<file path="config.mk">
export PLATFORM = sky130hd
export DESIGN_NAME = inputBuffer
export DESIGN_NICKNAME = d
export VERILOG_FILES = /design/src/hdl/nnPkg.sv /design/src/hdl/inputBuffer.sv
export SDC_FILE = /design/constraint.sdc
export NUM_CORES = 1
export LEC_CHECK = 0
export ABC_CLOCK_PERIOD_IN_PS = 3990
export BUFFER_PORTS_ARGS = -buffer_cell sky130_fd_sc_hd__buf_4
export CORE_ASPECT_RATIO = 1.5
export CORE_UTILIZATION = 32
export DETAILED_ROUTE_END_ITERATION = 10
export PLACE_DENSITY_LB_ADDON = 0.3
export SYNTH_ARGS = -nofsm -noshare
export SYNTH_HDL_FRONTEND = slang
export SYNTH_SLANG_ARGS = --single-unit
</file>
<file path="constraint.sdc">
create_clock -name clk -period 3.99 [get_ports clk]
set_clock_uncertainty 0.2 [all_clocks]
set_input_delay 0.399 -clock clk [delete_from_list [all_inputs] [get_ports clk]]
set_output_delay 0.399 -clock clk [all_outputs]
set_load 0.01 [all_outputs]
</file>
<file path="src/hdl/nnPkg.sv">
`default_nettype none

package nnPkg;

	// ##################################################################
	// Sizes and fixed-point format
	// ##################################################################

	localparam int numInputs = 15;
	localparam int numNeurons = 4;

	// The binary point sits above bit 12 of every activation and weight.
	localparam int fracBits = 13;
	localparam int outBits = 16;

	typedef logic [31:0] activation_t;
	typedef logic [31:0] weight_t;
	typedef logic [1:0] neuronIndex_t;
	typedef logic [3:0] inputIndex_t;

	typedef activation_t [numInputs-1:0] activationVector_t;
	typedef weight_t [numInputs-1:0] weightVector_t;

	typedef enum logic [1:0]
	{
		idle,
		run,
		drain
	} layerState_t;

	// ##################################################################
	// Trained parameters, one row per neuron
	// ##################################################################

	localparam weight_t weightTable [numNeurons][numInputs] = '{
		'{1485, -5035, -767, 149, 2557, 1782, -358, 5223,
			2001, 2225, -2127, -4454, 3126, -2552, 3042},
		'{-2210, 3318, 1027, -4120, 688, -1502, 2764, -391,
			4015, -2873, 1190, 3561, -844, 2236, -1679},
		'{3904, -1186, -2645, 1753, -3377, 502, 4480, -2019,
			-733, 1328, -4902, 2687, 915, -1458, 3073},
		'{-871, 2094, 4631, -3512, 1267, -2308, -1044, 3395,
			-2761, 587, 2950, -1233, -4187, 1806, 742}
	};

	// Biases are added once per neuron after the products are summed.
	localparam weight_t biasTable [numNeurons] = '{1243, -860, 2175, 410};

endpackage

`default_nettype wire

</file>
<file path="src/hdl/inputBuffer.sv">
`timescale 1ns/100ps
`default_nettype none

module inputBuffer
(
	input wire logic clk,
	input wire logic reset,
	input wire logic loadEnable,
	input wire logic inValid,
	input nnPkg::activation_t inData,
	input wire logic rewind,
	output nnPkg::activationVector_t activations
);
	import nnPkg::*;

	inputIndex_t writePtr;
	logic writeEnable;

	// Extra words after the fifteenth fall off the end.
	assign writeEnable = loadEnable && inValid && (writePtr < inputIndex_t'(numInputs));

	always_ff @(posedge clk)
	begin
		if (reset)
		begin
			writePtr <= '0;
			activations <= '0;
		end
		else if (rewind)
		begin
			writePtr <= '0;
		end
		else if (writeEnable)
		begin
			activations[writePtr] <= inData;
			writePtr <= writePtr + 1'b1;
		end
	end
endmodule

`default_nettype wire

</file>
[Word-level counts from Yosys, hierarchy flattened]
Cells that the tools add are included.
Storage, ports and cells
  word-level logic and storage cells: 29
  output and inout bits: 480
  input bits: 37
  register bits: 484
Operators by class
  bitwise gates (word level): 1
  add/sub/neg operators: 1
  mux-type cells: 3
  $lt $le $gt $ge: 3
  reduce and logical (&&, ||, !) cells: 5
Operator list (count)
  480-bit bitwise mux: 1
  32-bit demux with 4-bit select: 1
  32-bit two-way mux: 1
  4-bit by 5-bit < comparator with 1-bit output, second input constant: 1
  4-bit by 1-bit adder with 4-bit output, second input constant: 1
  4-bit by 1-bit greater-or-equal comparator with 1-bit output, second input constant: 1
  4-bit < comparator, second input constant: 1
  1-bit logical AND: 3
  2-bit AND reduction: 1
  2-bit OR reduction: 1
  1-bit NOT: 1

[Depth between registers and ports, before layout]
  word-level depth: 5
  mapped depth: 7
  depth with buffers taken out: 5

[Least setup slack after synthesis]
No wires, ideal clock.
  path type: register to register
  from: register writePtr[0]
  to: register activations[385] (netlist name)
  slack: 2205 ps
  stages on the path, launching flop included: 7
  period minus slack after synthesis: 1785 ps
  library setup time: 72 ps
  data required time: 3718 ps
  buffers on the path: 1
  data arrival time: 1514 ps
  path through: dfxtp_1 > inv_1 > ha_1 > nor2b_1 > nand4_2 > buf_2 > mux2i_1
On the way
  cells in the longest elaborated chain, start to end: 5
  elaborated cells on any way between the ends: 9
  those cells by class: 3 x order compare; 3 x mux; 3 x reduce/logical
RTL lines
  from (decl): line inputBuffer.sv:16  | inputIndex_t writePtr;
  from (signal assigned): line inputBuffer.sv:36  | writePtr <= writePtr + 1'b1;
  4-bit by 5-bit < comparator with 1-bit output (implied by the code) or 4-bit by 1-bit greater-or-equal comparator with 1-bit output (tied branches): line inputBuffer.sv:35  | activations[writePtr] <= inData;
  1-bit logical AND (implied by the code): line inputBuffer.sv:35
  32-bit two-way mux (implied by the code): line inputBuffer.sv:35
  32-bit demux with 4-bit select: line inputBuffer.sv:35
  480-bit bitwise mux: line inputBuffer.sv:35
  to (signal, indexed assignment): line inputBuffer.sv:35
  to (decl): line inputBuffer.sv:12  | output nnPkg::activationVector_t activations
Parallel ways exist; a longest one is shown, timed or not.
A chain may end at the register's enable or synchronous reset.

[Worst setup path in the final report]
  from: register writePtr[3]
  to: register activations[268] (netlist name)
Same word-level chain as after synthesis.

==> results.txt <==
----------------------------------------------------
[Setup path]
  Max Fanout on Critical Path ... 32
  Cells on worst reg2reg path ... 3
  CP arrival ... a little over 3 ns
  Worst setup path startpoint ... writePtr[3]
  Setup crit end kind ... register
  Origin of the critical flop-to-flop path ... writePtr[3]
  Cells along the critical path ... nor2b_1 > nand3_4 > mux2i_1
  Cell at the slowest stage of the critical path ... nand3_4
  Worst setup endpoint ... activations[268]
  Data required time of the critical path ... between 4 and 5 ns
  Stage delay of the slowest cell on the critical path ... between 0.7 and 0.8 ns
  Critical path class ... reg -> reg
  Critical path startpoint category ... register
  Capture point of the worst reg-to-reg path ... activations[268]
  Reg-to-reg slack, setup ... between 1 and 1.5 ns

[Logic synthesis]
  Sequential fraction of the synthesis area ... around 50%
  Yosys Warn Count ... 0
  Primary flip-flop cell chosen by synthesis mapping ... dfxtp_1
  Per-instance average area after synthesis ... around 11 µm²
  Synthesized netlist cell count ... between 1500 and 2000
  List of most frequent post-synthesis cells ... nand2b_1 (512), dfxtp_1 (484), mux2i_1 (480)
  Number of enable-type register cells in the synthesized netlist ... 0
  Cell type contributing the most total cell area after synthesis ... dfxtp_1
  Post-synthesis sequential element count ... ~480
  Cell types with the largest area share after synthesis ... dfxtp_1 (51%), mux2i_1 (25%), nand2b_1 (17%), clkbuf_1 (1.7%), buf_6 (1.4%)
  Net count of the mapped netlist ... between 1500 and 2000
  Netlist cell types ... 29
  Top-area cell type share of the netlist area ... 51.17%
  Async SR Flop Fraction ... 0%
  Cell with the most instances after synthesis ... nand2b_1
  Cell area after synthesis ... around 19000 µm²

[Cells and area]
  Sequential cell area ... a little under 10000 µm²
  Fillers ... around 5600
  Share of cells above drive strength 1 ... ~29%
  Count of antenna diodes in the layout ... 0
  Core Util, Final ... about 43%
  Area delta synth->final ... 30.60%
  Area occupied by multi-input gates ... roughly 8500 µm²
  Layout Nets ... ~2200
  Layout Cell Area excl Fill ... approximately 25000 µm²

[Placed design]
  Routability-driven placement congestion ratio ... about 0.78
  Placed instance area ... between 20000 and 25000 µm²
  Post-placement worst setup slack ... roughly 1.2 ns
  Count of input and output buffers ... 516
  Final HPWL from detailed placement ... 41400 µm

[Floorplanning]
  Core Area ... 58110 µm²
  Die area ... 60170 µm²
  Horizontal die dimension ... 200.6 µm
  Number of placement rows ... 108
  Total I/O pin count ... slightly above 500
  Die Y-Extent ... between 200 and 300 µm
  Initial core utilization ... about 33%

[Detailed routing]
  Residual antenna-violating net count after detailed routing ... 0
  DRC violation count after routing ... 0
  Detailed Route WL ... roughly 62000 µm
  Drt via density ... ~4.6
  DR WL/cell ... approximately 21 µm
  Number of iterations in the first detailed-routing pass ... 5
  Violation count after the first detailed-routing iteration ... around 600
  Total via count after detailed routing ... about 13000

[CTS]
  Clock tree root buffer cell ... clkbuf_16
  Clock latency reported for the late side of the worst-skew pair ... roughly 0.58 ns
  CTS max path bufs ... 3
  CTS buffer count ... 48
  Clock transition time at the flip-flop clock pins of the worst setup and hold paths ... roughly 0.06 ns
  H-tree lvl count ... 2
  Clock tree from TritonCTS ... done
  # resized after CTS ... 0
  Clk sinks ... ~480

[Global routing]
  Pin count of the biggest net entering global routing ... between 150 and 200
  Total global routing overflow ... 0
  Vias in the first global route ... ~13000
  GRT Overall Usage ... between 10% and 20%
  Global-route wire length before repair ... approximately 90000 µm
  Antenna violations before repair ... 0

[Pwr]
  Pwr Total ... a little under 10000 µW
  P per Cell Area ... between 300 and 400 nW/µm²
  Leakage component of the power ... approximately 0.013 µW
  Max VDD drop ... 333.5 µV

[STA]
  Total negative slack for setup checks ... 0 ns
  Minimum clock period ... between 2 and 3 ns
  Peak Freq ... ~360 MHz
  Final setup margin ... about 1.2 ns
  Final Max Tran Viols ... 0
  Hold violation count in the final report ... 0
  Period Utilization, post-route ... ~70%
  Pin slew with the least headroom to its limit ... around 1.1 ns
  Max_slew headroom ... 23.98%
  RSZ-0062 raised after global routing ... no
  Count of endpoints failing setup in the final report ... 0

[Run]
  Number of maximum-capacitance violations ... 0

[Outcome]
  Status ... finished clean

[Worst hold path]
  Hold Crit Class ... in -> reg

----------------------------------------------------
critical path: cells and delay by family (launching register included):
family	cells	cell delay (ns)
AND/OR/NAND/NOR	2	1.38
flip-flops	1	0.67
multiplexers	1	0.38
cell families (layout without fill, tap and decap cells):
kind of cell             count (synthesis)  in the layout  share of synthesized area, %
adder cells (fa/ha/maj)                  4              4                        0.2643
AND/OR/NAND/NOR                        546            546                         18.63
buffers and inverters                  144            624                         4.289
multiplexers                           480            480                         25.38
AO/OA/AOI/OAI                            8              8                        0.2643
flip-flops                             484            484                         51.17
power by group:
| part | internal (µW) | switching (µW) | leakage (µW) |
|---|---|---|---|
| clock network | 2530 | 1940 | 0.000747 |
| logic | 158 | 243 | 0.00826 |
| registers | 4840 | 7.84 | 0.00390 |
| total | 7530 | 2190 | 0.0129 |
cells in the final DEF (no fill, tap or decap):
cell type,instances
inv_6,3
clkbuf_16,49
nand3_4,8
and2_2,1
and4b_1,1
clkinv_2,6
or2_2,1
mux2i_1,480
nand2_1,2
ha_1,4
o21ai_0,2
inv_1,2
clkbuf_1,16
nor3_1,1
buf_12,4
clkinv_4,2
a311oi_1,1
nand2_2,2
and3_1,2
a211oi_1,1
a21oi_1,3
nor2_4,1
nand2b_1,512
bufinv_16,2
nand3_2,1
nand3_1,4
dfxtp_1,484
dlygate4sd3_1,1
and3b_1,1
buf_8,1
and2_1,1
clkbuf_8,7
nor2b_1,5
buf_4,531
a41oi_1,1
nand4_4,3
layout make-up:
class	count	area share, %
clock buffer	72	5.591
tap	770	3.896
sequential	484	39.18
inverter	2	0.03036
clock inverter	13	0.5414
timing repair buffer	537	16.55
multi-input combinational	1038	34.21
stage by stage:
step	cells	hold slack, ns
global placement	2830	0.2607
global route	2916	0.1111
CTS	2916	0.06266
detailed placement	2830	0.2643
finish	2916	0.1153
floorplan	1666	0.2926
timing repair:
item,in CTS,in global routing
setup endpoints to repair,0,0
hold endpoints to repair,4,0
buffers inserted,0,0
hold buffers,1,0
worst min-delay path by stage:
stage,from,endpoint,slack (ns),cells past startpoint
floorplan,activations[0],activations[0],0.29,2
global placement,activations[62],activations[62],0.26,2
detailed placement,activations[54],activations[54],0.26,2
CTS,inValid,writePtr[2],0.06,3
global route,inValid,writePtr[2],0.11,3
finish,inValid,writePtr[2],0.12,3
per-layer routing:
layer	vias up	share of wire, %	track usage [%]
li1	6355	-	-
met1	6632	41	23.23
met2	415	50	35.47
met3	87	5.3	4.227
met4	0	3.0	7.016
met5	-	0	0
state kept, by name, summed over array words and instances (netlist names):
signal       flops
writePtr         4
activations    480
No activity file was read; power rests on OpenSTA's default activity.
