===== config.mk =====
export PLATFORM = sky130hd
export DESIGN_NAME = weightRom_flat
export DESIGN_NICKNAME = d
export VERILOG_FILES = /design/src/hdl/nnPkg.sv /design/src/hdl/nodeIf.sv /design/src/hdl/weightRom.sv /design/src/flat_wrapper.sv
export SDC_FILE = /design/constraint.sdc
export NUM_CORES = 1
export LEC_CHECK = 0
export BUFFER_PORTS_ARGS = -buffer_cell sky130_fd_sc_hd__buf_2
export CAP_MARGIN = 20
export CORE_AREA = 4 4 198 200
export DETAILED_ROUTE_END_ITERATION = 10
export DIE_AREA = 0 0 202 204
export SETUP_SLACK_MARGIN = 0.05
export SLEW_MARGIN = 20
export SYNTH_ARGS = -nofsm -noshare
export SYNTH_HDL_FRONTEND = slang
export SYNTH_SLANG_ARGS = --single-unit

===== constraint.sdc =====
create_clock -name clk -period 2.85 [get_ports clk]
set_clock_uncertainty 0.1 [all_clocks]
set_input_delay 0 -clock clk [delete_from_list [all_inputs] [get_ports clk]]
set_output_delay 0 -clock clk [all_outputs]
set_load 0.1 [all_outputs]

===== src/hdl/nnPkg.sv =====
`default_nettype none

package nnPkg;

	// ##################################################################
	// Sizes and fixed-point format
	// ##################################################################

	localparam int numInputs = 15;
	localparam int numNeurons = 4;

	// The binary point sits above bit 12 of every activation and weight.
	localparam int fracBits = 13;
	localparam int outBits = 16;

	typedef logic [31:0] activation_t;
	typedef logic [31:0] weight_t;
	typedef logic [1:0] neuronIndex_t;
	typedef logic [3:0] inputIndex_t;

	typedef activation_t [numInputs-1:0] activationVector_t;
	typedef weight_t [numInputs-1:0] weightVector_t;

	typedef enum logic [1:0]
	{
		idle,
		run,
		drain
	} layerState_t;

	// ##################################################################
	// Trained parameters, one row per neuron
	// ##################################################################

	localparam weight_t weightTable [numNeurons][numInputs] = '{
		'{1485, -5035, -767, 149, 2557, 1782, -358, 5223,
			2001, 2225, -2127, -4454, 3126, -2552, 3042},
		'{-2210, 3318, 1027, -4120, 688, -1502, 2764, -391,
			4015, -2873, 1190, 3561, -844, 2236, -1679},
		'{3904, -1186, -2645, 1753, -3377, 502, 4480, -2019,
			-733, 1328, -4902, 2687, 915, -1458, 3073},
		'{-871, 2094, 4631, -3512, 1267, -2308, -1044, 3395,
			-2761, 587, 2950, -1233, -4187, 1806, 742}
	};

	// Biases are added once per neuron after the products are summed.
	localparam weight_t biasTable [numNeurons] = '{1243, -860, 2175, 410};

endpackage

`default_nettype wire


===== src/hdl/nodeIf.sv =====
`timescale 1ns/100ps
`default_nettype none

interface nodeIf;
	import nnPkg::*;

	logic issue;
	neuronIndex_t neuronIndex;
	weightVector_t weights;
	weight_t bias;

	logic resultValid;
	neuronIndex_t resultIndex;
	activation_t result;

	modport issuer (output issue, neuronIndex, weights, bias);

	modport compute (input issue, neuronIndex, weights, bias,
		output resultValid, resultIndex, result);

	// The controller only watches for the last result to come back.
	modport monitor (input resultValid, resultIndex);
endinterface

`default_nettype wire


===== src/hdl/weightRom.sv =====
`timescale 1ns/100ps
`default_nettype none

module weightRom
(
	input wire logic clk,
	input wire logic reset,
	input wire logic read,
	input nnPkg::neuronIndex_t index,
	nodeIf.issuer node
);
	import nnPkg::*;

	always_ff @(posedge clk)
	begin
		if (reset)
		begin
			node.issue <= 1'b0;
		end
		else
		begin
			node.issue <= read;
		end
	end

	// The row is picked up on the read strobe and held until the next one.
	always_ff @(posedge clk)
	begin
		if (read)
		begin
			for (int i = 0; i < numInputs; i++)
			begin
				node.weights[i] <= weightTable[index][i];
			end
			node.bias <= biasTable[index];
			node.neuronIndex <= index;
		end
	end
endmodule

`default_nettype wire


===== src/flat_wrapper.sv =====
// flat-port wrapper written by rule: the top's interface ports become plain ports
module weightRom_flat import nnPkg::*;
  (clk, reset, read, index, node_issue, node_neuronIndex, node_weights, node_bias);
  nodeIf node_i ();
  input wire logic clk;
  input wire logic reset;
  input wire logic read;
  input nnPkg::neuronIndex_t index;
  output wire logic [$bits(node_i.issue)-1:0] node_issue;
  output wire logic [$bits(node_i.neuronIndex)-1:0] node_neuronIndex;
  output wire logic [$bits(node_i.weights)-1:0] node_weights;
  output wire logic [$bits(node_i.bias)-1:0] node_bias;
  assign node_issue = node_i.issue;
  assign node_neuronIndex = node_i.neuronIndex;
  assign node_weights = node_i.weights;
  assign node_bias = node_i.bias;
  weightRom u_core (.clk(clk), .reset(reset), .read(read), .index(index), .node(node_i));
endmodule

-- Word level (Yosys, flattened, before mapping)
Cells that the tools add are included.
- flip-flop bits (word level): 515
- input port bits: 5
- logic and storage cells: 26
- order comparisons: 1
- multiplexer cells: 6
- bitwise operators: 1
- operator list (cell ; count):
    binary-select mux 480 bit (select 2 bit) ; 1
    2-to-1 mux 480 bit ; 2
    binary-select mux 32 bit (select 2 bit) ; 1
    2-to-1 mux 32 bit ; 2
    >= comparator 3 bit, second input constant ; 1
    NOT 2 -> 3 bit ; 1

-- Longest topological paths before layout
Gate-level depths: netlist of run 1.
- depth in word-level cells: 4
- gate-level depth with buffers: 3
- depth with buffers taken out: 3

-- Least setup slack after synthesis of run 1
OpenSTA, ideal clock, no wires.
- path type: register to output
- from: register, netlist name u_core.node.weights[293]
- to: output port node_bias[6]
- data required time: 2.750 ns
- data arrival time: 2.834 ns
- stages on the path, launching flop included: 2
- slack: -0.084 ns
- path buffers: 1
- cell sequence: edfxtp_1 > buf_4
- RTL lines (item ; line ; source):
    end, declared ; flat_wrapper.sv:12 ; output wire logic [$bits(node_i.bias)-1:0] node_bias;

==> impl_results.md, run 1 <==
* Fin crit period at approximately 1700 ps
* Share of the synthesized area in the top cell type at 86.5%
* Synth Area in Compound Gates at 0%
* CP Class: flip-flop to primary output
* Crit. End Element: primary output
* Yosys cell types at 8
* Post-CTS Setup Repair Bufs at 0
* Xor-xnor portion of the synthesized cell area at 0%
* First-pass GRT wire length at ~9.2 mm
* Pin count of the biggest net entering global routing at 91
* TritonCTS Buffers at 3
* Initial antenna violation count at 0
* Die area at approximately 41,000 sq um
* Post-DP HPWL at 7.21 mm
* Worst Hold Class: input port to flip-flop
* Worst Path Max Fanout at 90
* Fin. Hold Viols at 0
* Drc violations at 0
* CTS tree: done
* Leading area contributor after synthesis: buf_4
* Max frequency at around 570 MHz
* CP required at ~2800 ps
* Vias in the first global route at approximately 1,400
* Critical path arrival at 1640 ps
* Main combinational cell family by area after synthesis: buffers and inverters
* Simple-gate share of the synthesized area at 0.288%
* Num ports at 520
* Placed cell areas at 3810 sq um
* Sequential area share after synthesis at 10.1%
* Row cnt at 71
* Hold slack at 120 ps
* Avg Inst Size Synth at a little over 8 sq um
* Hold endpoint: u_core.node.bias[7]
* Fin area at 3920 sq um
* Avg WL per Cell at 7.85 microns
* Period utilization at 61.1%
* Worst hold start: read
* Routed Antenna Nets at 0
* Register clock-pin slew on the reported worst setup and hold paths at approximately 60 ps
* Syn Inst Count at about 530
* Top Metal Used: met4
* Port Buffers at a little under 500
* Wire length on met3 at 1.06 mm
* Gr ovfl total at 0
* RSZ-0062 raised after global routing: no
* CP Launch Type: flip-flop
* Nets@finish at 576
* Hold Path Cell Cnt at 1
* Mapped Area at 4340 sq um
* Synth-to-layout area growth at -9.60%
* CTS Sinks at 15
* Total GRT Usage at 2.85%
* Mux cell area share after synthesis at 0%
* Final Slew Violations at 0
* Iter 0 DRT Violations at 41
* Worst-margin pin slew at 680 ps
* Max Cap Viol at 0
* Relative max-transition margin at 54.7%
* Vias per cell at 2.13
* Antenna cells at 0
* Max Buffers Root-to-Sink at 2
* Largest cells by area after synthesis: buf_4, edfxtp_1, ha_1
* Synth warnings at 0
* Vias at about 2,300
* CTS root buf: clkbuf_16
* Die W at 202 microns
* Core area at 37,400 sq um
* Cts repair resizes at 0
* Routed met2 length at ~4.3 mm
* Fraction of the mapped netlist area in adder cells at 2.31%
* Die Ht at 204 microns
* Synth Register Bits at 15
* DR pass1 iterations at 2
* Finished Core Util at between 10% and 20%
* Fillers at 4,353
* Initial core utilization at 11.6%
* Share of cells above drive strength 1 at 89.1%
* Final setup viols at 0
* M1 WL at 2.94 mm
* Total Wirelength at roughly 8.4 mm
* Status: completed
* Routability cong. at 0.538
* # H-tree levels at 1
routing by layer:
| metal | track usage (%) | up-vias |
|---|---|---|
| met2 | 5.10 | 225 |
| met4 | 0.806 | 0 |
| met3 | 0.714 | 6 |
| met1 | 3.38 | 915 |
| li1 | - | 1139 |
| met5 | 0 | - |
synthesized netlist by cell type (all sizes together):
cell type  count
buf          500
edfxtp        14
ha             8
inv            7
conb           2
dfxtp          1
nor2b          1
or2            1
kinds of logic after synthesis:
logic type | after synthesis
fa+ha+maj | 8
buf+inv | 507
flops | 15
other cells | 2
simple gates | 2
worst max path at each step:
stage | startpoint | endpoint | slack (ps)
CTS | u_core.node.weights[293] | node_weights[55] | 1080
finish | u_core.node.weights[293] | node_weights[341] | 1110
detailed placement | u_core.node.weights[293] | node_weights[55] | 1360
global placement | u_core.node.weights[293] | node_weights[350] | 1410
floorplan | u_core.node.weights[293] | node_bias[6] | -80
global route | u_core.node.bias[11] | node_weights[247] | 950
registers in the layout, summed over array words and instances (netlist names):
name	flops
u_core.node.weights	11
u_core.node.bias	3
u_core.node.issue	1
area by class of cell:
cell class              instances  area [sq um]  share of cell area (%)
clock inverters                 1          5.00                   0.128
inverters                       7          26.3                   0.670
multi-input cells              36           210                    5.36
well taps                     511           639                    16.3
flip-flops and latches         15           440                    11.2
clock buffers                   3          75.1                    1.91
repair buffers                500          2530                    64.4
cell usage in the layout (no fill, tap or decap), drive strengths merged, types with 3 or more instances in the layout:
| master | n |
|---|---|
| dlygate4sd3 | 3 |
| inv | 7 |
| buf | 497 |
| conb | 26 |
| edfxtp | 14 |
| clkbuf | 3 |
| ha | 8 |
worst max-delay path: stages, from the launching register on:
cell and delay [ps]:
edfxtp_1 310, buf_4 480, buf_2 540
through the flow:
stage	setup TNS, ps	cells	setup WS (ps)
6_report	0	1073	1110
5_1_grt	0	1073	953
3_3_place_gp	0	1066	1410
4_1_cts	0	1073	1080
2_1_floorplan	-11810	558	-83.8
3_5_place_dp	0	1066	1360
what timing repair did:
action | CTS | global route
endpoints found under the hold margin | 3 | 0
endpoints found under the setup margin | 0 | 0
hold buffers | 3 | 0
Power of run 1 is left out: the tool's default activity adds up to more than one toggle a clock period on the data nets, which glitch-free logic cannot reach.
==> inputs of run 2 (changes only) <==
- ABC_AREA: unset -> 1
- CORE_AREA: 4 4 198 200 -> 4 4 201 203
- DIE_AREA: 0 0 202 204 -> 0 0 205 207
- clock period: 2.85 -> 1.57 ns (I/O delays scaled with it)
==> run 2 against run 1 <==
Compared with the run above:
- critical path depth up 2
- flip-flop and latch count unchanged
- final cell count up 3.7%
- non-clock buffer count up 30
- largest cell class unchanged
- worst hold slack worse by 45 ps
- sequential share of layout area down 6.8 points
- critical endpoint is now node_weights[122]
- utilization up 15 points
==> impl_results.md, run 2 <==
* Status: completed
* CTS Sinks at 15 (unchanged)
* Sequential share of power at about 3.8%
* Period utilization at 94.4%
* Max frequency at 675 MHz
* Synth-to-layout area growth at 127%
* # H-tree levels at 1 (unchanged)
* Leading cell type in the layout, fill and taps excluded: buf_12
* CP Launch Type: flip-flop
* Yosys cell types at 8 (unchanged)
* Vias per cell at 2.43 (+14%)
* Top reg by flops: u_core.node.weights
* Iter 0 DRT Violations at 68 (+66%)
* CTS root buf: clkbuf_16
* Hold slack at 75.6 ps (-44.8 ps)
* Fillers at 3,872 (-11%)
* Worst Hold Class: input port to flip-flop
* Nets@finish at 609 (+5.7%)
* DR pass1 iterations at 4 (+2)
* Initial antenna violation count at 1 (+1)
* Row cnt at 72 (+1.4%)
* Critical path arrival at 1380 ps (-260 ps)
* First-pass GRT wire length at 17.8 mm (+94%)
* Total GRT Usage at 5.25% (+2.4 points)
* Share of the synthesized area in the top cell type at 86.3% (-0.17 points)
* Largest registers: u_core.node.weights x11, u_core.node.bias x3, u_core.node.issue x1
* Gr ovfl total at 0 (unchanged)
* Net Sw Power at 9600 uW
* Total Wirelength at 13.3 mm (+58%)
* Leading area contributor after synthesis: buf_4
* Core area at 38,500 sq um (+2.9%)
* Initial core utilization at 11.3% (-0.30 points)
* Drc violations at 0 (unchanged)
* Cells after DPL at 1,103 (+3.5%)
* Post-DP HPWL at 11.3 mm (+57%)
* Fin. Hold Viols at 0 (unchanged)
* Pin count of the biggest net entering global routing at 57 (-37%)
* Die area at 42,400 sq um (+3.0%)
* Mapped Area at 4350 sq um (+0.20%)
* Flip-flop count of the largest register after layout at 11 (unchanged)
* PwrDens at 1390 nW/um^2
* Die W at 205 microns (+1.5%)
* Synth Register Bits at 15 (unchanged)
* Combinational share of power at 92.5%
* Avg WL per Cell at 12.0 microns (+53%)
* Routed Antenna Nets at 0 (unchanged)
* Share of cells above drive strength 1 at 89.4% (+0.27 points)
* Most frequent cell after synthesis: buf_4
* Sw Share at just under 70%
* Synth warnings at 0 (unchanged)
* Antenna cells at 0 (unchanged)
* Crit. End Element: primary output
* Max Cap Viol at 0 (unchanged)
* Final std cells w/o fill at 1,113 (+3.7%)
* Max Buffers Root-to-Sink at 2 (unchanged)
* Register clock-pin slew on the reported worst setup and hold paths at 50 ps (about the same)
* Number of synthesized flops with an enable pin at 14 (unchanged)
* Top cells by count, synth: buf_4, edfxtp_1, inv_1
* Syn Inst Count at 537 (+0.56%)
* Largest cells by area after synthesis: buf_4, edfxtp_1, ha_1
* Final setup viols at 0 (unchanged)
* Worst Path Max Fanout at 24 (-73%)
* Fin crit period at 1480 ps
* Avg Inst Size Synth at 8.10 sq um (-0.36%)
* Vias at 2,710 (+19%)
* TritonCTS Buffers at 3 (unchanged)
* Pint at 4190 uW
* Sequential area share after synthesis at 10.1% (-0.020 points)
* CP Class: flip-flop to primary output
* CP required at 1470 ps (-1280 ps)
* Num ports at 520 (unchanged)
* Post-synthesis async set-or-reset flop share at 0% (unchanged)
* Final Slew Violations at 0 (unchanged)
* RSZ-0062 raised after global routing: yes
* CTS tree: done
* Routability cong. at 0.610 (+13%)
* Vias in the first global route at 2,690 (+91%)
* Maximum vdd ir drop at ~650 uV
* Most used DFF post-synth: edfxtp_1
* Clock Power Share at 3.6%
* Die Ht at 207 microns (+1.5%)
* Port Buffers at 493 (unchanged)
* Commonest cells after routing, fill and taps aside: buf_12, buf_2, clkbuf_4
* Leakage power total at about 0.0046 uW
run 2: cell families after synthesis:
logic type	synth area share [%]
fa+ha+maj	2.30
buf+inv	87.2
flops	10.1
other cells	0.173
simple gates	0.230
run 2: power by group through the flow:
stage	clock [uW]	sequential [uW]	combinational, uW
CTS	529	540	12800
global placement	0	546	12700
global route	559	535	13000
finish	502	526	12800
detailed placement	0	548	12700
floorplan	0	969	9860
run 2: metrics by stage:
stage	setup slack (ps)	TNS (ps)	total power, uW	util [%]	cell area [sq um]
after floorplan	-1360	-406190	10800	-	4920
after global placement	334	0	13300	25.0	9620
after detailed placement	312	0	13300	25.0	9620
after CTS	59.4	0	13800	25.3	9740
after global routing	1.24	0	14100	25.7	9890
final	87.9	0	13800	25.7	9890
run 2: final cells by class:
cell class / instances / area (sq um) / area share [%]
flip-flops and latches: 15 / 440 / 4.45
repair buffers: 530 / 8470 / 85.7
well taps: 518 / 648 / 6.55
clock inverters: 1 / 5.00 / 0.0506
clock buffers: 3 / 75.1 / 0.759
inverters: 10 / 37.5 / 0.380
multi-input cells: 36 / 208 / 2.10
run 2: final timing paths:
check,from,cells past startpoint,to,slack (ps)
worst max-delay path,u_core.node.weights[294],4,node_weights[122],90
worst min-delay path,read,3,u_core.node.issue,80
run 2: repair_timing:
action | 4_1_cts | 5_1_grt
cloned | 0 | 1
endpoints found under the hold margin | 3 | 0
gates resized for setup | 1 | 36
setup endpoints to repair | 7 | 188
hold buffers | 3 | 0
buffers inserted | 0 | 2
run 2: routing by layer:
layer | part of all wire [%] | wire [microns] | GRT usage (%) | vias to the layer above
met2 | 52 | 6890 | 10.2 | 306
met5 | 0 | 0 | 0 | -
met4 | 0.47 | 63 | 0.693 | 0
li1 | - | - | - | 1211
met1 | 32 | 4210 | 5.38 | 1189
met3 | 16 | 2190 | 2.06 | 4
run 2: critical path, stage by stage (launching register included):
cell and delay (ps):
edfxtp_1 310, buf_4 150, clkbuf_16 230, buf_12 230, buf_12 200
Note: power is estimated with default switching activity, not from simulation.
