**src/hdl/nnPkg.sv**
```systemverilog
`default_nettype none

package nnPkg;

	// ##################################################################
	// Sizes and fixed-point format
	// ##################################################################

	localparam int numInputs = 15;
	localparam int numNeurons = 4;

	// The binary point sits above bit 12 of every activation and weight.
	localparam int fracBits = 13;
	localparam int outBits = 16;

	typedef logic [31:0] activation_t;
	typedef logic [31:0] weight_t;
	typedef logic [1:0] neuronIndex_t;
	typedef logic [3:0] inputIndex_t;

	typedef activation_t [numInputs-1:0] activationVector_t;
	typedef weight_t [numInputs-1:0] weightVector_t;

	typedef enum logic [1:0]
	{
		idle,
		run,
		drain
	} layerState_t;

	// ##################################################################
	// Trained parameters, one row per neuron
	// ##################################################################

	localparam weight_t weightTable [numNeurons][numInputs] = '{
		'{1485, -5035, -767, 149, 2557, 1782, -358, 5223,
			2001, 2225, -2127, -4454, 3126, -2552, 3042},
		'{-2210, 3318, 1027, -4120, 688, -1502, 2764, -391,
			4015, -2873, 1190, 3561, -844, 2236, -1679},
		'{3904, -1186, -2645, 1753, -3377, 502, 4480, -2019,
			-733, 1328, -4902, 2687, 915, -1458, 3073},
		'{-871, 2094, 4631, -3512, 1267, -2308, -1044, 3395,
			-2761, 587, 2950, -1233, -4187, 1806, 742}
	};

	// Biases are added once per neuron after the products are summed.
	localparam weight_t biasTable [numNeurons] = '{1243, -860, 2175, 410};

endpackage

`default_nettype wire

```
**src/hdl/nodeIf.sv**
```systemverilog
`timescale 1ns/100ps
`default_nettype none

interface nodeIf;
	import nnPkg::*;

	logic issue;
	neuronIndex_t neuronIndex;
	weightVector_t weights;
	weight_t bias;

	logic resultValid;
	neuronIndex_t resultIndex;
	activation_t result;

	modport issuer (output issue, neuronIndex, weights, bias);

	modport compute (input issue, neuronIndex, weights, bias,
		output resultValid, resultIndex, result);

	// The controller only watches for the last result to come back.
	modport monitor (input resultValid, resultIndex);
endinterface

`default_nettype wire

```
**src/hdl/layerControl.sv**
```systemverilog
`timescale 1ns/100ps
`default_nettype none

module layerControl
(
	input wire logic clk,
	input wire logic reset,
	input wire logic start,
	input wire logic counterLast,
	nodeIf.monitor node,
	output logic loadEnable,
	output logic rewind,
	output logic counterClear,
	output logic read,
	output logic busy
);
	import nnPkg::*;

	layerState_t state;
	logic accept;
	logic lastResult;

	assign accept = (state == idle) && start;
	assign loadEnable = (state == idle);
	assign rewind = accept;
	assign counterClear = accept;

	assign lastResult = node.resultValid &&
		(node.resultIndex == neuronIndex_t'(numNeurons - 1));

	// ##################################################################
	// Run sequencing
	// ##################################################################

	// read is registered, so each strobe lines up with the counter value it
	// steps past.
	always_ff @(posedge clk)
	begin
		if (reset)
		begin
			state <= idle;
			busy <= 1'b0;
			read <= 1'b0;
		end
		else
		begin
			case (state)
				idle:
				begin
					if (accept)
					begin
						state <= run;
						busy <= 1'b1;
					end
				end
				run:
				begin
					if (read && counterLast)
					begin
						read <= 1'b0;
						state <= drain;
					end
					else
					begin
						read <= 1'b1;
					end
				end
				drain:
				begin
					// Up to three neurons are still in the node here.
					if (lastResult)
					begin
						state <= idle;
						busy <= 1'b0;
					end
				end
				default:
				begin
					state <= idle;
					busy <= 1'b0;
					read <= 1'b0;
				end
			endcase
		end
	end
endmodule

`default_nettype wire

```
**src/flat_wrapper.sv**
```systemverilog
// flat-port wrapper written by rule: the top's interface ports become plain ports
module layerControl_flat import nnPkg::*;
  (clk, reset, start, counterLast, loadEnable, rewind, counterClear, read, busy, node_resultValid, node_resultIndex);
  nodeIf node_i ();
  input wire logic clk;
  input wire logic reset;
  input wire logic start;
  input wire logic counterLast;
  output logic loadEnable;
  output logic rewind;
  output logic counterClear;
  output logic read;
  output logic busy;
  input wire logic [$bits(node_i.resultValid)-1:0] node_resultValid;
  input wire logic [$bits(node_i.resultIndex)-1:0] node_resultIndex;
  assign node_i.resultValid = node_resultValid;
  assign node_i.resultIndex = node_resultIndex;
  layerControl u_core (.clk(clk), .reset(reset), .start(start), .counterLast(counterLast), .node(node_i), .loadEnable(loadEnable), .rewind(rewind), .counterClear(counterClear), .read(read), .busy(busy));
endmodule
```
**config.mk**
```make
export PLATFORM = sky130hd
export DESIGN_NAME = layerControl_flat
export DESIGN_NICKNAME = d
export VERILOG_FILES = /design/src/hdl/nnPkg.sv /design/src/hdl/nodeIf.sv /design/src/hdl/layerControl.sv /design/src/flat_wrapper.sv
export SDC_FILE = /design/constraint.sdc
export NUM_CORES = 1
export LEC_CHECK = 0
export BUFFER_PORTS_ARGS = -buffer_cell sky130_fd_sc_hd__buf_2
export CORE_AREA = 2 2 39 41
export CTS_CLUSTER_DIAMETER = 100
export DETAILED_ROUTE_END_ITERATION = 7
export DIE_AREA = 0 0 41 43
export GPL_TIMING_DRIVEN = 0
export HOLD_SLACK_MARGIN = 0.02
export SLEW_MARGIN = 20
export SYNTH_ARGS = -nofsm -noshare
export SYNTH_HDL_FRONTEND = slang
export SYNTH_SLANG_ARGS = --single-unit
```
**constraint.sdc**
```tcl
create_clock -name clk -period 1.17 [get_ports clk]
set_input_delay 0 -clock clk [delete_from_list [all_inputs] [get_ports clk]]
set_output_delay 0 -clock clk [all_outputs]
set_load 0.01 [all_outputs]
```
After elaboration in Yosys (flattened, before gate mapping)

Index checks and enable logic that the tools add are counted.

Bitwise operators: 1
Equal/unequal tests: 6
Reduce and logical (&&, ||, !) cells: 7
Mux-type cells: 9

Operators with widths:

| operator             | count |
|---|---|
| $mux W2              | 3 |
| $ne A2 B1 Y1 const B | 3 |
| $pmux W2 S3          | 1 |
| $reduce_and A3 Y1    | 2 |
| $eq A2 B2 Y1 const B | 2 |
| $logic_and A1 B1 Y1  | 3 |
| $mux W1              | 3 |
| $pmux W1 S3          | 1 |
| $eq A2 B1 Y1 const B | 1 |
| $logic_not A2 Y1     | 1 |
| $pmux W1 S2          | 1 |
| $reduce_or A2 Y1     | 1 |
| $not A1 Y1           | 1 |

Word-level logic and storage cells: 26
Flip-flop bits (word level): 4
Bits of input ports: 7
Output and inout port bits: 5

Logic depth before layout (Yosys ltp)

Gate-level depths: netlist (run 1).

Word-level depth: 4
Gate-level depth with buffers: 4
Depth with buffers taken out: 3

Worst setup path after synthesis (run 1)

No wires, ideal clock.

Kind: reg2out
From: reg u_core.state[0]
To: out rewind
Path buffers: 2
Arrival: 974 ps
Required time: 1170 ps
Setup slack: 196 ps
Stages on the path, launching flop included: 5
Path through: dfxtp_1 > buf_6 > nor2_1 > and2_1 > buf_4

Longest elaborated chain between the ends: 2

RTL lines:

| what                   | RTL line           | source |
|---|---|---|
| start, declared        | layerControl.sv:19 | `layerState_t state;` |
| start signal, assigned | layerControl.sv:41 | `state <= idle;` |
| start signal, assigned | layerControl.sv:52 | `state <= run;` |
| start signal, assigned | layerControl.sv:61 | `state <= drain;` |
| $logic_not A2 Y1       | --                 |  |
| via loadEnable         | flat_wrapper.sv:9  | `output logic loadEnable;` |
| $logic_and A1 B1 Y1    | layerControl.sv:23 | `assign accept = (state == idle) && start;` |
| end, declared          | flat_wrapper.sv:10 | `output logic rewind;` |

The timed path passes the listed nets, and every way through them passes these cells.

Worst setup path after layout (run 1)

From: reg u_core.state[1]
To: out rewind

Longest elaborated chain between the ends: 2

RTL lines:

| what                | RTL line |
|---|---|
| $logic_not A2 Y1    | layerControl.sv:23 |
| $logic_and A1 B1 Y1 | layerControl.sv:23 |

No other way between the ends.

==> results.sh, run 1 <==
export IMPL_status="finished, final reports clean"
export IMPL_worstPathMaxFanout=7
export IMPL_synth_nets=28
export IMPL_dpl_cell_count=48
export IMPL_min_period_ns=1.097
export IMPL_worstPathArrival_ns=1.10
export IMPL_synth_edff_count=0
export IMPL_clk_path_buf_depth=2
export IMPL_via_per_inst=4.000
export IMPL_muxShareOfSynthArea_pct=4.734
export IMPL_r2r_end="u_core.busy$_SDFFE_PP0P_"
export IMPL_fin_crit_sh_pct=93.76
export IMPL_worst_slack_ns=0.07302
export IMPL_r2r_start="u_core.state[0]$_SDFFE_PP0P_"
export IMPL_final_hold_violation_count=0
export IMPL_cts_root_buf="clkbuf_4"
export IMPL_setup_viol=0
export IMPL_clock_skew_ns=0.0006991
export IMPL_r2r_slack_ns=0.13
export IMPL_drc=0
export IMPL_dieHeight_um=43
export IMPL_gp_congestion=0.5923
export IMPL_grt_pass1_wl_um=724
export IMPL_synthDominantCellAreaShare_pct=37.87
export IMPL_synth_seq_cells=4
export IMPL_start_util_pct=15.28
export IMPL_detail_route_antenna_nets=0
export IMPL_hold_path_class="input port to flop"
export IMPL_synth_compound_area_share_pct=18.34
export IMPL_rr_worst_depth=4
export IMPL_worstSetupStartpointType="flop"
export IMPL_yosysWarnings=0
export IMPL_finalSetupTns_ns=0
export IMPL_min_to="u_core.read$_SDFFE_PP0N_"
export IMPL_critical_path_max_stage_delay_ns=0.41
export IMPL_crit_chain="nor2_2 -> and2_1 -> buf_4 -> buf_2"
export IMPL_power_density_mw_per_mm2=1323
export IMPL_worstMarginPinSlew_ns=0.2420
export IMPL_yosys_area_share_simple_pct=30.18
export IMPL_fin_cells=52
export IMPL_area_delta_synth_final_pct=51.48
export IMPL_synth_common_cells="4 x dfxtp_1, 3 x nor2_1"
export IMPL_antenna_found_initial=0
export IMPL_synth_top_family_by_area="simple AND/OR/NAND/NOR gates"
export IMPL_nets=45
export IMPL_avgRoutedWirePerCell_um=9.442
export IMPL_cp_top_family="flip-flops"
export IMPL_track_usage_pct=6.834
export IMPL_timing_slew_headroom_pct=83.87
export IMPL_htreeDepth=1
export IMPL_async_flop_share_pct=0
export IMPL_n_antenna_cell=0
export IMPL_ys_seq_area_share_pct=37.87
export IMPL_placementRows=14
export IMPL_dr_pass1_iters=2
export IMPL_postCtsHoldBufs=0
export IMPL_port_buffers=11
export IMPL_cts_tree="yes"
export IMPL_p_leak_nw=0.1440
export IMPL_grt_max_degree=8
export IMPL_drive_gt1_share_pct=58.33
export IMPL_synth_xor_area_share_pct=0
export IMPL_die_x_um=41
export IMPL_numCtsBuffers=3
export IMPL_multi_input_area_um2=115.1
export IMPL_regArea_um2=81.33
export IMPL_core_area_mm2=0.001384
export IMPL_num_fill_cells=160
export IMPL_vias=208
export IMPL_cap_viol_max_count=0
export IMPL_final_util_pct=23.15
export IMPL_cp_end_kind="primary output"
export IMPL_required_ns=1.17
export IMPL_cp_slowest_cell="dfxtp_2"
export IMPL_critPathBufInv=2
export IMPL_ys_flop_type="dfxtp_1"
export IMPL_clock_fmax_ghz=0.9116
export IMPL_final_max_slew_viol_count=0
export IMPL_drtIter0Drc=2
export IMPL_avgSynthCellArea_um2=10.07
export IMPL_synth_distinct_cells=16
export IMPL_synthTopCellsByArea="dfxtp_1 38%, nor4b_4 11%, a311oi_2 7.1%"
export IMPL_synth_most_common_cell="dfxtp_1"
export IMPL_num_io_pins=12
export IMPL_die_area_mm2=0.001763
export IMPL_cts_clk_slew_worst_paths_ns=0.04
export IMPL_hp_start="reset"
export IMPL_cts_sinks=4
export IMPL_synthAdderAreaFrac_pct=0
export IMPL_grt_overflow=0
export IMPL_synth_area_leader_cell="dfxtp_1"
export IMPL_holdPathStages=2
export IMPL_synth_cells=21
export IMPL_clock_latency_ns=0.23
export IMPL_post_place_ws_ns=0.2097
export IMPL_rsz0062_at_grt="no"
export IMPL_peakVddDrop_mv=0.5956
export IMPL_grt_pass1_vias=178
export IMPL_power_total_w=0.0004239
export IMPL_drt_total_wl_um=491
export IMPL_crit_type="flop to primary output"
export IMPL_synthesis_area_um2=211.5
metrics by stage:
step	cell area, um^2	hold slack (ns)
6_report	320.3	0.04370
3_3_place_gp	286.5	0.2833
5_1_grt	320.3	0.04936
3_5_place_dp	286.5	0.2870
4_1_cts	310.3	0.03592
2_1_floorplan	211.5	0.07238
cell families (layout without fill, tap and decap cells):
| kind of cell | after synthesis | after routing |
|---|---|---|
| AO/OA/AOI/OAI | 5 | 5 |
| multiplexers | 1 | 1 |
| flip-flops | 4 | 4 |
| buffers and inverters | 2 | 17 |
| AND/OR/NAND/NOR | 9 | 9 |
registers in the layout, summed over array words and instances, names as in the netlist:
register / count
u_core.state: 2
u_core.busy: 1
u_core.read: 1
cell usage in the layout, fill, tap and decap left out, types with 2 or more instances in the layout:
cell,synthesis,layout
buf_2,0,11
clkbuf_4,0,3
dfxtp_1,4,3
nor2_1,3,2
buf_4,1,2
power breakdown:
group	internal, W	total [W]	switching [W]
registers	0.000149	0.000158	0.00000896
clock network	0.000115	0.000171	0.0000566
logic	0.0000504	0.0000942	0.0000438
final cells by class:
cell class	instances	area share [%]
Sequential cell	4	25.39
Buffer	2	5.859
Multi-Input combinational cell	15	35.94
Clock buffer	3	7.031
Timing Repair Buffer	12	19.53
Tap cell	16	6.250
worst max path at each step:
stage / startpoint / endpoint / slack, ns / depth (start not counted)
6_report: u_core.state[1]$_SDFFE_PP0P_ / rewind / 0.07 / 4
5_1_grt: u_core.state[0]$_SDFFE_PP0P_ / rewind / 0.01 / 5
4_1_cts: u_core.state[0]$_SDFFE_PP0P_ / rewind / 0.01 / 5
3_5_place_dp: u_core.state[1]$_SDFFE_PP0P_ / rewind / 0.21 / 4
3_3_place_gp: u_core.state[1]$_SDFFE_PP0P_ / rewind / 0.22 / 4
2_1_floorplan: u_core.state[0]$_SDFFE_PP0P_ / rewind / 0.20 / 4
metal layers:
metal,up-vias,wire length [um],GRT usage [%]
li1,106,-,-
met1,90,217,7.419
met2,12,207,7.500
met3,0,66,7.853
met4,0,0,4.000
met5,-,0,0
what timing repair did:
action,4_1_cts,5_1_grt
pin swaps,0,0
endpoints found under the setup margin,1,1
resized for setup,1,1
setup buffers,0,1
gates cloned,0,0
Note: power is estimated with default switching activity, not from simulation.
==> run 2: changes to the inputs <==
- CORE_AREA: 2 2 39 41 -> 3 3 40 42
- DIE_AREA: 0 0 41 43 -> 0 0 43 45
- RECOVER_POWER: not set -> 100
==> run 2 against run 1 <==
Sequential share of layout area is 1.0 points higher. Sequential power about the same. Worst setup slack got worse by 0.020 ns. Cell count is 3.8% lower. Clock power about the same. Design area fell by 3.9%.
==> results.sh, run 2 (synthesized netlist as in run 1, its figures left out) <==
export IMPL_drive_gt1_share_pct=45.71
export IMPL_timing_slew_headroom_pct=78.59
export IMPL_required_ns=1.17
export IMPL_vias=208
export IMPL_reg_top3="u_core.state x2, u_core.busy x1, u_core.read x1"
export IMPL_n_antenna_cell=0
export IMPL_power_density_mw_per_mm2=1349
export IMPL_cts_tree="yes"
export IMPL_drtIter0Drc=0
export IMPL_fin_cells=50
export IMPL_grt_pass1_vias=190
export IMPL_finalSetupTns_ns=0
export IMPL_clock_fmax_ghz=0.8954
export IMPL_avgRoutedWirePerCell_um=9.180
export IMPL_core_area_mm2=0.001285
export IMPL_mostFrequentLayoutCell="buf_2"
export IMPL_p_leak_nw=0.1287
export IMPL_crit_type="flop to primary output"
export IMPL_cap_viol_max_count=0
export IMPL_gp_congestion=0.7283
export IMPL_numCtsBuffers=3
export IMPL_postCtsHoldBufs=0
export IMPL_placementRows=13
export IMPL_clock_latency_ns=0.23
export IMPL_grt_pass1_wl_um=841
export IMPL_fin_area_um2=307.8
export IMPL_worstPathArrival_ns=1.12
export IMPL_cts_setup_buffers=0
export IMPL_cts_sinks=4
export IMPL_htreeDepth=1
export IMPL_holdPathStages=2
export IMPL_num_fill_cells=150
export IMPL_final_max_slew_viol_count=0
export IMPL_clock_skew_ns=0.0007811
export IMPL_port_buffers=11
export IMPL_rsz0062_at_grt="no"
export IMPL_nets=44
export IMPL_die_x_um=43
export IMPL_dieHeight_um=45
export IMPL_track_usage_pct=6.172
export IMPL_antenna_found_initial=0
export IMPL_area_delta_synth_final_pct=45.56
export IMPL_clk_path_buf_depth=2
export IMPL_cts_root_buf="clkbuf_4"
export IMPL_die_area_mm2=0.001935
export IMPL_start_util_pct=16.46
export IMPL_worstSetupStartpointType="flop"
export IMPL_via_per_inst=4.160
export IMPL_power_total_w=0.0004152
export IMPL_fin_crit_sh_pct=95.45
export IMPL_drc=0
export IMPL_dpl_cell_count=47
export IMPL_status="finished, final reports clean"
export IMPL_regArea_um2=81.33
export IMPL_worstMarginPinSlew_ns=0.3190
export IMPL_multi_input_area_um2=116.4
export IMPL_final_hold_violation_count=0
export IMPL_final_cell_mix="7 x buf_2, 4 x clkbuf_1, 3 x clkbuf_4, 3 x dfxtp_1, 2 x nor2_1"
export IMPL_peakVddDrop_mv=0.3866
export IMPL_dpl_cell_area_um2=285.3
export IMPL_grt_overflow=0
export IMPL_num_io_pins=12
export IMPL_dr_pass1_iters=1
export IMPL_cts_clk_slew_worst_paths_ns=0.04
export IMPL_rr_worst_depth=3
export IMPL_setup_viol=0
export IMPL_grt_max_degree=8
export IMPL_drt_total_wl_um=459
export IMPL_hold_path_class="input port to flop"
export IMPL_detail_route_antenna_nets=0
export IMPL_largest_reg_flops=2
export IMPL_cp_end_kind="primary output"
export IMPL_top_register="u_core.state"
export IMPL_r2r_slack_ns=0.20
export IMPL_worstPathMaxFanout=7
export IMPL_min_period_ns=1.117
[run 2: cell types whose count changed in the layout (fill, tap and decap cells not counted), sizes merged]
cell    change
buf         -5
clkbuf      +4
[run 2: cell type report]
class / instances / share of cell area, %
plain buffers: 2 / 6.098
clock buffers: 3 / 7.317
multi-input cells: 15 / 37.81
flip-flops and latches: 4 / 26.42
well taps: 15 / 6.098
repair buffers: 11 / 16.26
[run 2: worst paths after layout]
check	to	start
min reg2reg	u_core.busy$_SDFFE_PP0P_	u_core.busy$_SDFFE_PP0P_
max reg2reg	u_core.busy$_SDFFE_PP0P_	u_core.state[0]$_SDFFE_PP0P_
max	rewind	u_core.state[0]$_SDFFE_PP0P_
min	u_core.read$_SDFFE_PP0N_	reset
[run 2: layer usage]
metal,GRT usage (%),wire (um),vias up
li1,-,-,104
met1,8.717,225,92
met2,6.287,170,12
met3,3.187,63,0
met4,5.422,0,0
met5,0,0,-
[run 2: metrics by stage]
stage                     utilization (%)  setup WS, ns  hold WS, ns
after floorplan                         -        0.1957      0.07238
after global placement              22.20        0.2233       0.2824
after detailed placement            22.20        0.2024       0.2882
after CTS                           24.05       0.01667      0.03952
after global routing                23.95      0.003006      0.06403
final                               23.95       0.05319      0.03820
[run 2: timing repair]
item                                    4_1_cts  5_1_grt
gates resized for setup                       1        3
hold endpoints to repair                      0        0
endpoints found under the setup margin        1        1
[run 2: where the power goes]
part,internal (W),switching [W]
Clock,0.000115,0.0000541
Sequential,0.000149,0.00000894
Combinational,0.0000456,0.0000426
[run 2: worst max-delay path: stages (launching register included)]
cell	delay, ns
dfxtp_1	0.31
buf_6	0.14
nor2_4	0.04
and2_4	0.15
buf_4	0.12
buf_2	0.13
==> run 3: changes to the inputs <==
- BUFFER_PORTS_ARGS: -buffer_cell sky130_fd_sc_hd__buf_2 -> not set
- DONT_BUFFER_PORTS: not set -> 1
- REMOVE_ABC_BUFFERS: not set -> 1
- SKIP_LAST_GASP: not set -> 1
==> run 3 against run 2 <==
First-iteration DRC count up 2. Maximum frequency up 5.0%. Hold slack about the same. Design area down 8.1%. Combinational power down 40%. Clock power about the same. Sequential power up 8%. Count of clock-buffer cells in the layout unchanged. Critical endpoint is now counterClear. Largest power group is now registers.
==> results.sh, run 3 (synthesized netlist as in run 1, its figures left out) <==
export IMPL_grt_overflow=0
export IMPL_num_fill_cells=146
export IMPL_gp_congestion=0.6675
export IMPL_hp_start="counterLast"
export IMPL_largest_reg_flops=2
export IMPL_rsz0062_at_grt="no"
export IMPL_met3_usage_pct=5.179
export IMPL_crit_type="flop to primary output"
export IMPL_cts_sinks=4
export IMPL_required_ns=1.17
export IMPL_cap_viol_max_count=0
export IMPL_grt_busiest_layer="met4"
export IMPL_top_register="u_core.state"
export IMPL_vias=176
export IMPL_grt_pass1_vias=195
export IMPL_detail_route_antenna_nets=0
export IMPL_worstSetupStartpointType="flop"
export IMPL_dr_pass1_iters=2
export IMPL_cp_end_kind="primary output"
export IMPL_clock_skew_ns=0.001948
export IMPL_drtIter0Drc=2
export IMPL_r2r_start="u_core.state[0]$_SDFFE_PP0P_"
export IMPL_reg_top3="u_core.state x2, u_core.busy x1, u_core.read x1"
export IMPL_die_x_um=43
export IMPL_grt_util_met2_pct=6.886
export IMPL_dieHeight_um=45
export IMPL_drt_total_wl_um=474
export IMPL_power_density_mw_per_mm2=1384
export IMPL_port_buffers=0
export IMPL_drive_gt1_share_pct=25.93
export IMPL_dpl_cell_count=34
export IMPL_setup_viol=0
export IMPL_cts_root_buf="clkbuf_4"
export IMPL_timing_slew_headroom_pct=79.53
export IMPL_htreeDepth=1
export IMPL_worstMarginPinSlew_ns=0.3050
export IMPL_via_per_inst=4.190
export IMPL_antenna_found_initial=0
export IMPL_worstPathMaxFanout=7
export IMPL_p_leak_nw=0.1024
export IMPL_final_max_slew_viol_count=0
export IMPL_die_area_mm2=0.001935
export IMPL_nets=36
export IMPL_avgRoutedWirePerCell_um=11.29
export IMPL_grt_pass1_wl_um=786
export IMPL_numCtsBuffers=3
export IMPL_cts_tree="yes"
export IMPL_cts_setup_buffers=0
export IMPL_mostFrequentLayoutCell="dlygate4sd3_1"
export IMPL_min_period_ns=1.063
export IMPL_post_place_ws_ns=0.2048
export IMPL_area_delta_synth_final_pct=33.73
export IMPL_peakVddDrop_mv=0.4065
export IMPL_hold_path_class="input port to flop"
export IMPL_final_cell_mix="5 x dlygate4sd3_1, 3 x clkbuf_4, 3 x dfxtp_1, 2 x nor2_1, 2 x o21ai_0"
export IMPL_n_antenna_cell=0
export IMPL_grt_max_degree=8
export IMPL_grtUsageMet1_pct=6.522
export IMPL_placementRows=13
export IMPL_worst_slack_ns=0.1067
export IMPL_worstPathArrival_ns=1.06
export IMPL_num_io_pins=12
export IMPL_start_util_pct=16.46
export IMPL_status="finished, final reports clean"
export IMPL_final_hold_violation_count=0
export IMPL_cts_clk_slew_worst_paths_ns=0.03
export IMPL_clk_path_buf_depth=2
export IMPL_fin_crit_sh_pct=90.88
export IMPL_dpl_hpwl_um=321.9
export IMPL_finalSetupTns_ns=0
export IMPL_clock_latency_ns=0.23
export IMPL_final_util_pct=22.01
export IMPL_drc=0
export IMPL_startpoint="u_core.state[1]$_SDFFE_PP0P_"
export IMPL_clock_fmax_ghz=0.9405
export IMPL_core_area_mm2=0.001285
export IMPL_r2r_slack_ns=0.27
export IMPL_fin_cells=42
export IMPL_track_usage_pct=6.250
-- run 3: cell count changes in the layout (fill, tap and decap cells not counted) --
cell,before,now
o21ai_0,1,2
nor2_4,1,0
dlygate4sd3_1,0,5
nor2_2,0,1
and2_2,0,1
buf_4,1,0
o21ai_1,1,0
buf_2,7,0
clkbuf_1,4,0
and2_4,1,0
buf_6,1,0
-- run 3: what timing repair did --
action                                  in CTS  in global routing
cloned                                       0                  0
endpoints found under the setup margin       2                  2
endpoints found under the hold margin        4                  0
hold buffers                                 5                  0
gates resized for setup                      1                  2
-- run 3: where the power goes --
part / internal, W / total, W / leakage (nW) / switching, W
clock: 0.000114 / 0.000167 / 0.0138 / 0.0000526
sequential: 0.000150 / 0.000171 / 0.0333 / 0.0000211
combinational: 0.0000307 / 0.0000531 / 0.0553 / 0.0000224
total: 0.000295 / 0.000391 / 0.102 / 0.0000961
-- run 3: layer usage --
layer | share of wire, % | vias to the layer above
li1 | - | 88
met1 | 47 | 78
met2 | 38 | 10
met3 | 14 | 0
met4 | 0 | 0
met5 | 0 | -
-- run 3: worst max-delay path: stages (launching register included) --
cell     delay [ns]
dfxtp_1        0.48
nor2_2         0.10
and2_2         0.25
-- run 3: stage by stage --
stage / instance area [um^2] / hold WS [ns] / total power [W]
3_3_place_gp: 211.5 / 0.07455 / 0.0002080
5_1_grt: 282.8 / 0.06555 / 0.0004243
4_1_cts: 286.5 / 0.02064 / 0.0004109
3_5_place_dp: 211.5 / 0.07936 / 0.0002090
2_1_floorplan: 192.7 / 0.07238 / 0.0002014
6_report: 282.8 / 0.03800 / 0.0003913
-- run 3: area by class of cell --
cell class | instances | area [um^2] | area share, %
multi-input cells | 15 | 110.1 | 38.94
flip-flops and latches | 4 | 81.33 | 28.76
repair buffers | 5 | 50.05 | 17.70
clock buffers | 3 | 22.52 | 7.965
well taps | 15 | 18.77 | 6.637
-- run 3: final timing paths --
kind                            cells past startpoint                  endpoint
worst min register to register                      1  u_core.busy$_SDFFE_PP0P_
worst max-delay path                                2              counterClear
worst max register to register                      2  u_core.busy$_SDFFE_PP0P_
worst min-delay path                                3  u_core.read$_SDFFE_PP0N_
